<file path="config.mk">
export PLATFORM = sky130hd
export DESIGN_NAME = daq_top
export DESIGN_NICKNAME = d
export VERILOG_FILES = /design/src/design/daq_pkg.sv /design/src/design/acq_ctrl_if.sv /design/src/design/mcu_reg_bank.sv /design/src/design/phase_meter.sv /design/src/design/sample_trigger.sv /design/src/design/ad7606_seq.sv /design/src/design/sample_fifo_bank.sv /design/src/design/daq_top.sv
export VERILOG_INCLUDE_DIRS = /design/src /design/src/design
export SDC_FILE = /design/constraint.sdc
export NUM_CORES = 2
export LEC_CHECK = 0
export BUFFER_PORTS_ARGS = -buffer_cell sky130_fd_sc_hd__buf_2
export CAP_MARGIN = 40
export CORE_AREA = 2 2 297 446
export CTS_CLUSTER_DIAMETER = 120
export CTS_CLUSTER_SIZE = 25
export DETAILED_ROUTE_END_ITERATION = 12
export DIE_AREA = 0 0 299 448
export PLACE_DENSITY = 0.54
export SKIP_LAST_GASP = 1
export SYNTH_ARGS = -nofsm -noshare
export SYNTH_HDL_FRONTEND = slang
export SYNTH_SLANG_ARGS = --single-unit
export TNS_END_PERCENT = 10
</file>
<file path="constraint.sdc">
create_clock -name AD_CLK_40M -period 10.2 [get_ports AD_CLK_40M]
set_clock_uncertainty 0.1 [all_clocks]
set_input_delay 1.53 -clock AD_CLK_40M [delete_from_list [all_inputs] [get_ports AD_CLK_40M]]
set_output_delay 1.53 -clock AD_CLK_40M [all_outputs]
set_load 0.1 [all_outputs]
</file>
<file path="src/design/daq_settings.svh">
`ifndef DAQ_SETTINGS_SVH
`define DAQ_SETTINGS_SVH

// ------------------------------
// mcu register map
// ------------------------------
`define ADDR_VERSION     9'h000  // read only
`define ADDR_SAMPLE_DIV  9'h002  // sample interval in clocks
`define ADDR_PHASE_L     9'h00A  // key-phase period, low half
`define ADDR_PHASE_H     9'h00C  // key-phase period, high half
`define ADDR_AD_ENABLE   9'h00E  // rising edge arms capture
`define ADDR_AD_RESET    9'h010  // level to adc reset pin
`define ADDR_CH0_DATA    9'h016  // channel fifos, stride 2
`define ADDR_CH1_DATA    9'h018
`define ADDR_CH2_DATA    9'h01A
`define ADDR_CH3_DATA    9'h01C
`define ADDR_STATUS      9'h036  // bit1 detect_error, bit0 data_full

`define VERSION_WORD     16'h1000

// ------------------------------
// widths and depths
// ------------------------------
`define ADDR_W           9
`define DATA_W           16
`define NUM_CH           4
`define FIFO_DEPTH       16
`define FIFO_AW          4       // log2 of depth

// sequencer timing, in AD_CLK_40M cycles
`define MIN_INTERVAL     64      // floor on sample_div
`define CONVST_CYCLES    2
`define RD_LOW_CYCLES    2
`define RD_HIGH_CYCLES   2

`endif

</file>
<file path="src/design/daq_pkg.sv">
`include "daq_settings.svh"

package daq_pkg;

    // key-phase period, seen whole by the meter and as halves by the bus
    typedef union packed {
        logic [2*`DATA_W-1:0] count;     // raw cycle count
        struct packed {
            logic [`DATA_W-1:0] hi;      // served at ADDR_PHASE_H
            logic [`DATA_W-1:0] lo;      // served at ADDR_PHASE_L
        } half;
    } phase_period_u;

endpackage

</file>
<file path="src/design/acq_ctrl_if.sv">
`timescale 1ns/1ns
`include "daq_settings.svh"

interface acq_ctrl_if import daq_pkg::*; ();

    logic [`DATA_W-1:0] sample_div;      // raw interval from mcu
    logic               ad_enable;       // enable bit, level
    logic               ad_reset;        // adc reset bit, level
    logic               arm_clr;         // one-cycle arm pulse
    logic               data_full;       // all channel fifos full
    logic               detect_error;    // no full phase period yet
    phase_period_u      phase_period;

    modport reg_mp   (output sample_div, ad_enable, ad_reset,
                      input  phase_period, detect_error, data_full);

    modport trig_mp  (input  sample_div, ad_enable, data_full,
                      output arm_clr);

    modport fifo_mp  (input  arm_clr,
                      output data_full);

    modport phase_mp (output phase_period, detect_error);

endinterface

</file>
<file path="src/design/mcu_reg_bank.sv">
`timescale 1ns/1ns
`include "daq_settings.svh"

module mcu_reg_bank import daq_pkg::*; (
    input  logic                AD_CLK_40M,
    input  logic                rst_n_i,
    input  logic                mcu_cs_n_i,
    input  logic                mcu_we_n_i,
    input  logic                mcu_rd_n_i,
    input  logic [`ADDR_W-1:0]  mcu_addr_i,
    input  logic [`DATA_W-1:0]  mcu_data_i,
    input  logic [`DATA_W-1:0]  head_data_i [`NUM_CH],
    input  logic [`NUM_CH-1:0]  empty_i,
    output logic [`DATA_W-1:0]  mcu_data_o,
    output logic                mcu_data_oe_o,
    output logic [`NUM_CH-1:0]  pop_o,
    acq_ctrl_if.reg_mp          ctrl
);

    logic [1:0]         cs_s, we_s, rd_s;    // two-flop strobe sync
    logic [`ADDR_W-1:0] addr_m, addr_s;      // address sync stages
    logic               rd_d;                // rd one more stage, for edge
    logic               rd_fall;
    logic [`NUM_CH-1:0] ch_hit;              // addr on a channel register
    logic [`DATA_W-1:0] rd_hold;             // popped fifo word
    logic [`DATA_W-1:0] rdata;
    phase_period_u      phase_snap;          // frozen while a read is on

    // ------------------------------
    // bus synchroniser
    // ------------------------------
    always_ff @(posedge AD_CLK_40M or negedge rst_n_i) begin
        if (!rst_n_i) begin
            cs_s   <= 2'b11;
            we_s   <= 2'b11;
            rd_s   <= 2'b11;
            rd_d   <= 1'b1;
            addr_m <= '0;
            addr_s <= '0;
        end else begin
            cs_s   <= {cs_s[0], mcu_cs_n_i};
            we_s   <= {we_s[0], mcu_we_n_i};
            rd_s   <= {rd_s[0], mcu_rd_n_i};
            rd_d   <= rd_s[1];
            addr_m <= mcu_addr_i;
            addr_s <= addr_m;
        end
    end

    // ------------------------------
    // register writes
    // ------------------------------
    always_ff @(posedge AD_CLK_40M or negedge rst_n_i) begin
        if (!rst_n_i) begin
            ctrl.sample_div <= '0;
            ctrl.ad_enable  <= 1'b0;
            ctrl.ad_reset   <= 1'b0;
        end else if (!cs_s[1] && !we_s[1]) begin   // data held stable by master
            case (addr_s)
                `ADDR_SAMPLE_DIV: ctrl.sample_div <= mcu_data_i;
                `ADDR_AD_ENABLE:  ctrl.ad_enable  <= mcu_data_i[0];
                `ADDR_AD_RESET:   ctrl.ad_reset   <= mcu_data_i[0];
                default: ;                         // read-only or unmapped
            endcase
        end
    end

    // ------------------------------
    // fifo pop on rd falling edge
    // ------------------------------
    assign rd_fall = rd_d && !rd_s[1] && !cs_s[1];

    always_comb begin
        for (int i = 0; i < `NUM_CH; i++) begin
            ch_hit[i] = (addr_s == `ADDR_W'(`ADDR_CH0_DATA + 2 * i));
            pop_o[i]  = rd_fall && ch_hit[i] && !empty_i[i];  // empty pops nothing
        end
    end

    always_ff @(posedge AD_CLK_40M) begin
        if (rd_fall) begin
            rd_hold <= '0;                         // empty fifo reads 0
            for (int i = 0; i < `NUM_CH; i++) begin
                if (ch_hit[i] && !empty_i[i]) rd_hold <= head_data_i[i];
            end
        end
    end

    always_ff @(posedge AD_CLK_40M) begin
        if (!mcu_data_oe_o) phase_snap <= ctrl.phase_period;  // both halves coherent
    end

    // ------------------------------
    // read mux and output enable
    // ------------------------------
    always_comb begin
        case (addr_s)
            `ADDR_VERSION:    rdata = `VERSION_WORD;
            `ADDR_SAMPLE_DIV: rdata = ctrl.sample_div;
            `ADDR_PHASE_L:    rdata = phase_snap.half.lo;
            `ADDR_PHASE_H:    rdata = phase_snap.half.hi;
            `ADDR_AD_ENABLE:  rdata = {{(`DATA_W-1){1'b0}}, ctrl.ad_enable};
            `ADDR_AD_RESET:   rdata = {{(`DATA_W-1){1'b0}}, ctrl.ad_reset};
            `ADDR_STATUS:     rdata = {{(`DATA_W-2){1'b0}}, ctrl.detect_error, ctrl.data_full};
            default:          rdata = (|ch_hit) ? rd_hold : '0;
        endcase
    end

    always_ff @(posedge AD_CLK_40M or negedge rst_n_i) begin
        if (!rst_n_i) mcu_data_oe_o <= 1'b0;
        else          mcu_data_oe_o <= !cs_s[1] && !rd_s[1];
    end

    assign mcu_data_o = mcu_data_oe_o ? rdata : '0;   // quiet bus when not driving

endmodule

</file>
<file path="src/design/phase_meter.sv">
`timescale 1ns/1ns

module phase_meter import daq_pkg::*; (
    input  logic          AD_CLK_40M,
    input  logic          rst_n_i,
    input  logic          phase_in_i,
    acq_ctrl_if.phase_mp  ctrl
);

    logic [2:0]    ph_s;          // sync pair plus edge stage
    logic          ph_rise;
    logic          seen_one;      // first edge seen, count running
    logic [31:0]   cnt_q;         // cycles since last edge
    phase_period_u period_q;

    assign ph_rise = ph_s[1] && !ph_s[2];

    always_ff @(posedge AD_CLK_40M or negedge rst_n_i) begin
        if (!rst_n_i) begin
            ph_s              <= '0;
            seen_one          <= 1'b0;
            cnt_q             <= '0;
            period_q          <= '0;
            ctrl.detect_error <= 1'b1;    // no period yet
        end else begin
            ph_s <= {ph_s[1:0], phase_in_i};
            if (ph_rise) begin
                cnt_q    <= '0;
                seen_one <= 1'b1;
                if (seen_one) begin       // second edge onward
                    period_q.count    <= cnt_q + 32'd1;
                    ctrl.detect_error <= 1'b0;
                end
            end else if (seen_one) begin
                cnt_q <= cnt_q + 32'd1;
            end
        end
    end

    assign ctrl.phase_period = period_q;

endmodule

</file>
<file path="src/design/sample_trigger.sv">
`timescale 1ns/1ns
`include "daq_settings.svh"

module sample_trigger (
    input  logic         AD_CLK_40M,
    input  logic         rst_n_i,
    acq_ctrl_if.trig_mp  ctrl,
    output logic         start_o
);

    logic               en_d;        // enable one cycle late
    logic               armed;
    logic [`DATA_W-1:0] interval;    // clamped sample_div
    logic [`DATA_W-1:0] tick_cnt;

    assign ctrl.arm_clr = ctrl.ad_enable && !en_d;   // rising edge of enable

    assign interval = (ctrl.sample_div < `DATA_W'(`MIN_INTERVAL)) ?
                      `DATA_W'(`MIN_INTERVAL) : ctrl.sample_div;

    // ------------------------------
    // arm state
    // ------------------------------
    always_ff @(posedge AD_CLK_40M or negedge rst_n_i) begin
        if (!rst_n_i) begin
            en_d  <= 1'b0;
            armed <= 1'b0;
        end else begin
            en_d <= ctrl.ad_enable;
            if (ctrl.arm_clr)                            armed <= 1'b1;  // wins over stale full
            else if (ctrl.data_full || !ctrl.ad_enable)  armed <= 1'b0;
        end
    end

    // ------------------------------
    // periodic start
    // ------------------------------
    always_ff @(posedge AD_CLK_40M or negedge rst_n_i) begin
        if (!rst_n_i) begin
            tick_cnt <= '0;
            start_o  <= 1'b0;
        end else if (!armed || ctrl.arm_clr) begin
            tick_cnt <= '0;
            start_o  <= 1'b0;
        end else if (tick_cnt >= interval - 1'b1) begin
            tick_cnt <= '0;
            start_o  <= 1'b1;                            // one pulse per interval
        end else begin
            tick_cnt <= tick_cnt + 1'b1;
            start_o  <= 1'b0;
        end
    end

endmodule

</file>
<file path="src/design/ad7606_seq.sv">
`timescale 1ns/1ns
`include "daq_settings.svh"

module ad7606_seq (
    input  logic                        AD_CLK_40M,
    input  logic                        rst_n_i,
    input  logic                        start_i,
    input  logic [`DATA_W-1:0]          adc_db_i,
    input  logic                        adc_busy_i,
    output logic                        adc_convst_o,
    output logic                        adc_cs_n_o,
    output logic                        adc_rd_n_o,
    output logic                        sample_valid_o,
    output logic [$clog2(`NUM_CH)-1:0]  sample_ch_o,
    output logic [`DATA_W-1:0]          sample_data_o
);

    localparam logic [2:0] S_IDLE    = 3'd0;
    localparam logic [2:0] S_CONV    = 3'd1;   // convst low
    localparam logic [2:0] S_BUSY_HI = 3'd2;   // wait busy rise
    localparam logic [2:0] S_BUSY_LO = 3'd3;   // wait busy fall
    localparam logic [2:0] S_RD_LO   = 3'd4;   // cs/rd low
    localparam logic [2:0] S_RD_HI   = 3'd5;   // gap between reads

    logic [2:0] state_q;
    logic [3:0] pw_cnt;      // pulse width counter
    logic       busy_q;      // retimed busy
    logic       rd_last;     // last low cycle of a read

    assign rd_last = (state_q == S_RD_LO) && (pw_cnt == 4'(`RD_LOW_CYCLES - 1));

    always_ff @(posedge AD_CLK_40M or negedge rst_n_i) begin
        if (!rst_n_i) begin
            state_q        <= S_IDLE;
            pw_cnt         <= '0;
            busy_q         <= 1'b0;
            adc_convst_o   <= 1'b1;
            adc_cs_n_o     <= 1'b1;
            adc_rd_n_o     <= 1'b1;
            sample_valid_o <= 1'b0;
            sample_ch_o    <= '0;
        end else begin
            busy_q         <= adc_busy_i;
            sample_valid_o <= rd_last;        // data lands one cycle after capture
            pw_cnt         <= pw_cnt + 1'b1;
            case (state_q)
                S_IDLE: if (start_i) begin    // starts while busy fall through here
                    adc_convst_o <= 1'b0;
                    pw_cnt       <= '0;
                    state_q      <= S_CONV;
                end
                S_CONV: if (pw_cnt == 4'(`CONVST_CYCLES - 1)) begin
                    adc_convst_o <= 1'b1;
                    state_q      <= S_BUSY_HI;
                end
                S_BUSY_HI: if (busy_q) state_q <= S_BUSY_LO;
                S_BUSY_LO: if (!busy_q) begin
                    adc_cs_n_o  <= 1'b0;
                    adc_rd_n_o  <= 1'b0;
                    pw_cnt      <= '0;
                    sample_ch_o <= '0;
                    state_q     <= S_RD_LO;
                end
                S_RD_LO: if (rd_last) begin
                    adc_cs_n_o <= 1'b1;
                    adc_rd_n_o <= 1'b1;
                    pw_cnt     <= '0;
                    state_q    <= S_RD_HI;
                end
                S_RD_HI: if (pw_cnt == 4'(`RD_HIGH_CYCLES - 1)) begin
                    if (sample_ch_o == $clog2(`NUM_CH)'(`NUM_CH - 1)) begin
                        state_q <= S_IDLE;    // all channels read
                    end else begin
                        sample_ch_o <= sample_ch_o + 1'b1;
                        adc_cs_n_o  <= 1'b0;
                        adc_rd_n_o  <= 1'b0;
                        pw_cnt      <= '0;
                        state_q     <= S_RD_LO;
                    end
                end
                default: state_q <= S_IDLE;
            endcase
        end
    end

    always_ff @(posedge AD_CLK_40M) begin
        if (rd_last) sample_data_o <= adc_db_i;   // bus valid on last low cycle
    end

endmodule

</file>
<file path="src/design/sample_fifo_bank.sv">
`timescale 1ns/1ns
`include "daq_settings.svh"

module sample_fifo_bank (
    input  logic                        AD_CLK_40M,
    input  logic                        rst_n_i,
    input  logic                        sample_valid_i,
    input  logic [$clog2(`NUM_CH)-1:0]  sample_ch_i,
    input  logic [`DATA_W-1:0]          sample_data_i,
    input  logic [`NUM_CH-1:0]          pop_i,
    output logic [`DATA_W-1:0]          head_data_o [`NUM_CH],
    output logic [`NUM_CH-1:0]          empty_o,
    acq_ctrl_if.fifo_mp                 ctrl
);

    localparam int CW  = `FIFO_AW + 1;        // count reaches depth
    localparam int CHW = $clog2(`NUM_CH);

    logic [`NUM_CH-1:0] full;

    for (genvar i = 0; i < `NUM_CH; i++) begin : g_ch
        logic [`DATA_W-1:0]  mem [`FIFO_DEPTH];
        logic [`FIFO_AW-1:0] wr_ptr, rd_ptr;
        logic [CW-1:0]       count;
        logic                wr_en, rd_en;

        assign wr_en = sample_valid_i && (sample_ch_i == CHW'(i)) && !full[i];  // full drops
        assign rd_en = pop_i[i] && !empty_o[i];

        always_ff @(posedge AD_CLK_40M or negedge rst_n_i) begin
            if (!rst_n_i) begin
                wr_ptr <= '0;
                rd_ptr <= '0;
                count  <= '0;
            end else if (ctrl.arm_clr) begin  // arming empties the fifo
                wr_ptr <= '0;
                rd_ptr <= '0;
                count  <= '0;
            end else begin
                if (wr_en) wr_ptr <= wr_ptr + 1'b1;   // wraps at depth
                if (rd_en) rd_ptr <= rd_ptr + 1'b1;
                count <= count + CW'(wr_en) - CW'(rd_en);
            end
        end

        always_ff @(posedge AD_CLK_40M) begin
            if (wr_en) mem[wr_ptr] <= sample_data_i;
        end

        assign head_data_o[i] = mem[rd_ptr];          // fall-through head
        assign empty_o[i]     = (count == '0);
        assign full[i]        = (count == CW'(`FIFO_DEPTH));
    end

    assign ctrl.data_full = &full;

endmodule

</file>
<file path="src/design/daq_top.sv">
`timescale 1ns/1ns
`include "daq_settings.svh"

module daq_top (
    input  logic                AD_CLK_40M,
    input  logic                rst_n_i,
    // mcu bus
    input  logic                mcu_cs_n_i,
    input  logic                mcu_we_n_i,
    input  logic                mcu_rd_n_i,
    input  logic [`ADDR_W-1:0]  mcu_addr_i,
    input  logic [`DATA_W-1:0]  mcu_data_i,
    output logic [`DATA_W-1:0]  mcu_data_o,
    output logic                mcu_data_oe_o,   // external tristate control
    // adc
    input  logic [`DATA_W-1:0]  adc_db_i,
    input  logic                adc_busy_i,
    output logic                adc_convst_o,
    output logic                adc_cs_n_o,
    output logic                adc_rd_n_o,
    output logic                adc_reset_o,
    // key phase
    input  logic                phase_in_i
);

    logic                       start;
    logic                       sample_valid;
    logic [$clog2(`NUM_CH)-1:0] sample_ch;
    logic [`DATA_W-1:0]         sample_data;
    logic [`NUM_CH-1:0]         pop;
    logic [`DATA_W-1:0]         head_data [`NUM_CH];
    logic [`NUM_CH-1:0]         empty;

    acq_ctrl_if ctrl_if ();

    mcu_reg_bank u_reg_bank (
        .AD_CLK_40M    (AD_CLK_40M),
        .rst_n_i       (rst_n_i),
        .mcu_cs_n_i    (mcu_cs_n_i),
        .mcu_we_n_i    (mcu_we_n_i),
        .mcu_rd_n_i    (mcu_rd_n_i),
        .mcu_addr_i    (mcu_addr_i),
        .mcu_data_i    (mcu_data_i),
        .head_data_i   (head_data),
        .empty_i       (empty),
        .mcu_data_o    (mcu_data_o),
        .mcu_data_oe_o (mcu_data_oe_o),
        .pop_o         (pop),
        .ctrl          (ctrl_if.reg_mp)
    );

    phase_meter u_phase_meter (
        .AD_CLK_40M (AD_CLK_40M),
        .rst_n_i    (rst_n_i),
        .phase_in_i (phase_in_i),
        .ctrl       (ctrl_if.phase_mp)
    );

    sample_trigger u_trigger (
        .AD_CLK_40M (AD_CLK_40M),
        .rst_n_i    (rst_n_i),
        .ctrl       (ctrl_if.trig_mp),
        .start_o    (start)
    );

    ad7606_seq u_seq (
        .AD_CLK_40M     (AD_CLK_40M),
        .rst_n_i        (rst_n_i),
        .start_i        (start),
        .adc_db_i       (adc_db_i),
        .adc_busy_i     (adc_busy_i),
        .adc_convst_o   (adc_convst_o),
        .adc_cs_n_o     (adc_cs_n_o),
        .adc_rd_n_o     (adc_rd_n_o),
        .sample_valid_o (sample_valid),
        .sample_ch_o    (sample_ch),
        .sample_data_o  (sample_data)
    );

    sample_fifo_bank u_fifos (
        .AD_CLK_40M     (AD_CLK_40M),
        .rst_n_i        (rst_n_i),
        .sample_valid_i (sample_valid),
        .sample_ch_i    (sample_ch),
        .sample_data_i  (sample_data),
        .pop_i          (pop),
        .head_data_o    (head_data),
        .empty_o        (empty),
        .ctrl           (ctrl_if.fifo_mp)
    );

    assign adc_reset_o = ctrl_if.ad_reset;   // register bit straight to pin

endmodule

</file>
==> out/metrics.cfg <==
[floorplan]
start_util_pct=39.9
ios=69
fp.dieW_um=299
core_um2=130000
die_area_um2=134000
die_h_um=448
row_count=162

[power_and_ir_drop]
power.share.clock_pct=31.8
powerDensity_nw_per_um2=149
p_int_mw=6.80
leakage_nw=18.4
totalPowerFinal_mw=8.50
p_seq_share_pct=66.9
switching_share_pct=20.0
comb_power_share_pct=1.2
p_sw_mw=1.70
peakVddDrop_mv=0.131

[synthesis]
synth_area_leaders=edfxtp_1 63%, mux4_2 11%, dfrtp_1 9.0%
syn_nets=3040
yosys_warnings=0
ys_ff_latch=1285
synth_flop_cell=edfxtp_1
syn_inst=2919
synth_top_area_share_pct=63.1
synth_edf_count=1088
mappedNetlistArea_um2=51800
post-synth-top-count-cell=edfxtp_1
synthTopCellsByCount=1,088 x edfxtp_1, 252 x nor2_1, 242 x mux4_2
synth_top_area_cell=edfxtp_1
yosysUniqueCellTypes=64
avgSynthCellArea_um2=17.7
synthArstFlopShare_pct=15.3
seq_area_frac_synth_pct=72.6

[clocking]
h-tree-depth=2
root_buffer=clkbuf_16
clkTransAtPathRegs_ns=0.11
cts_tree=yes
ctsResizeCount=0
cts_buffers=57
clock_latency_ns=0.69
cts-hold-fix-buffers=0
post-cts-setup-buffers=0
clock_path_buffers=3
clock-sinks=1285

[sta]
hold_viol=0
fmax_mhz=198
setup_viol=0
setup_slack_ns=5.16
max-slew-margin-rel_pct=33.8
final_max_slew_viol_count=0
post-route-period-util_pct=49.4
fin_tns_setup_ns=0
period_minus_slack_ns=5.04
rsz0062_at_grt=no
whs_ns=0.249
tightest_slew_ns=0.968

[critical_path]
cp_max_fo=14
rr_worst_depth=17
critPathCaptureType=output port
start_kind=flip-flop
ff2ff_setup_slack_ns=5.22
critPathArrivalTime_ns=3.41
critPathKind=flip-flop to output port
r2r-start=u_reg_bank.ctrl.sample_div[10]$_DFFE_PN0P_
r2r-end=u_trigger.tick_cnt[9]$_DFF_PN0_
crit_required_ns=8.57

[placement]
dp_slack_ns=5.31
port_buffers=68
dp_hpwl_um=81200
gp_congestion=0.910

[global_routing]
first_global_vias=27400
grt_pass1_wl_um=186000
antenna_found_initial=3
grt-ovfl-total=0
grt_usage_pct=18.8
grt_max_degree=121

[detailed_routing]
drt-initial-drc-count=2083
num_vias=26200
drt-total-wl_um=126000
routed_via_density=5.46
avgRoutedWirePerCell_um=26.3
first_pass_iters=7
drc_errors=0
drtAntennaViolNets=0

[worst_hold_path]
hp-start=u_reg_bank.we_s[0]$_DFF_PN1_
hp-class=flip-flop to flip-flop
hold_depth=0
min_to=u_reg_bank.we_s[1]$_DFF_PN1_

[run_status]
status=completed

[run]
maxCapViolations=0

[layout]
syn_to_final_growth_pct=9.87
fillCellCount=11200
final_net_count=3149
n_antenna_cell=0
drive_above_1_share_pct=20.0

==> state kept, by name, summed over array words and instances (netlist names), 20 cells and up <==
| signal | count |
|---|---|
| u_fifos.g_ch.count | 20 |
| u_fifos.g_ch.mem | 1024 |
| u_phase_meter.cnt_q | 32 |
| u_phase_meter.ctrl.phase_period | 32 |
| u_reg_bank.phase_snap | 32 |
==> metal layers <==
layer | part of all wire, % | vias to the layer above | global-route usage [%] | routed length [um]
met5 | 0.016 | - | 0 | 20
met4 | 2.7 | 2 | 5.06 | 3420
met3 | 3.5 | 145 | 1.72 | 4430
met2 | 56 | 548 | 36.4 | 70800
met1 | 38 | 13900 | 22.2 | 47700
li1 | - | 11600 | - | -
==> layout by cell type, fill, tap and decap left out, types with 6 or more instances in the layout <==
| cell type | synthesis | routed |
|---|---|---|
| a222oi_1 | 14 | 14 |
| clkbuf_16 | 0 | 59 |
| xor2_1 | 66 | 66 |
| and2_1 | 8 | 8 |
| a21oi_1 | 71 | 71 |
| nand2b_1 | 17 | 17 |
| nor2_2 | 0 | 16 |
| xnor2_1 | 55 | 55 |
| ha_1 | 69 | 69 |
| nand3_1 | 31 | 31 |
| dfrtp_1 | 187 | 178 |
| mux2_2 | 51 | 51 |
| buf_4 | 5 | 88 |
| mux2i_1 | 93 | 93 |
| nor3_1 | 46 | 29 |
| clkbuf_1 | 99 | 47 |
| and3_1 | 13 | 13 |
| dfstp_2 | 10 | 10 |
| nand4_1 | 36 | 36 |
| nor3_4 | 0 | 12 |
| o22ai_1 | 13 | 13 |
| edfxtp_1 | 1088 | 1088 |
| a21o_1 | 7 | 7 |
| buf_8 | 0 | 28 |
| nor2_1 | 252 | 236 |
| nor4_1 | 13 | 12 |
| o21ai_0 | 66 | 66 |
| inv_1 | 45 | 45 |
| buf_16 | 0 | 6 |
| mux4_2 | 242 | 242 |
| or3_1 | 11 | 11 |
| a211oi_1 | 33 | 33 |
| nor2b_1 | 28 | 26 |
| a2111oi_0 | 15 | 15 |
| buf_2 | 32 | 69 |
| nand2_1 | 123 | 123 |
==> through the flow <==
stage / cell area [um^2] / instances / utilization [%]
final: 56900 / 4799 / 43.9
after floorplan: 51800 / 2919 / -
after global placement: 54600 / 4645 / 42.1
after global routing: 56900 / 4799 / 43.9
after CTS: 56900 / 4798 / 43.9
after detailed placement: 55200 / 4690 / 42.6
==> layout make-up <==
cell class	instances	area, um^2	area share [%]
tap	1722	2150	3.79
clock inverter	2	25.0	0.0440
sequential	1285	37600	66.1
inverter	49	184	0.323
multi-input combinational	1435	13600	23.9
timing repair buffer	200	1670	2.93
clock buffer	106	1650	2.90
==> power by group through the flow <==
stage                     Combinational [mW]  Sequential, mW  Clock [mW]
after floorplan                       0.0655            5.79           0
after global placement                 0.102            5.81           0
after detailed placement               0.107            5.81           0
after CTS                              0.108            5.69        2.80
after global routing                   0.120            5.69        2.95
final                                  0.105            5.69        2.71
==> critical path: stages (launching register included) <==
cell	delay, ns
dfrtp_1	0.60
nor3b_1	0.57
and3_1	0.64
a222oi_1	0.22
a21oi_1	0.23
buf_2	0.47
==> how the worst max path moves through the flow <==
stage,start,to,slack (ns),cells after the start
after floorplan,u_reg_bank.mcu_data_oe_o$_DFF_PN0_,mcu_data_o[10],4.90,3
after global placement,u_reg_bank.ctrl.sample_div[10]$_DFFE_PN0P_,u_trigger.tick_cnt[4]$_DFF_PN0_,5.29,17
after detailed placement,u_reg_bank.ctrl.sample_div[10]$_DFFE_PN0P_,u_trigger.tick_cnt[12]$_DFF_PN0_,5.31,17
after CTS,u_reg_bank.addr_s[3]$_DFF_PN0_,mcu_data_o[10],5.19,5
after global routing,u_reg_bank.ctrl.sample_div[9]$_DFFE_PN0P_,u_trigger.tick_cnt[10]$_DFF_PN0_,4.86,17
final,u_reg_bank.addr_s[3]$_DFF_PN0_,mcu_data_o[10],5.16,5
==> cell families (layout without fill, tap and decap cells) <==
| group | count (synthesis) | count (layout) | synth area share, % |
|---|---|---|---|
| compound gates | 250 | 250 | 3.08 |
| xor+xnor | 121 | 121 | 2.05 |
| fa+ha+maj | 73 | 73 | 1.82 |
| buf+inv | 199 | 357 | 1.56 |
| flops | 1285 | 1285 | 72.6 |
| mux | 386 | 386 | 13.4 |
| simple gates | 605 | 605 | 5.47 |
(Power assumes the default switching activity.)
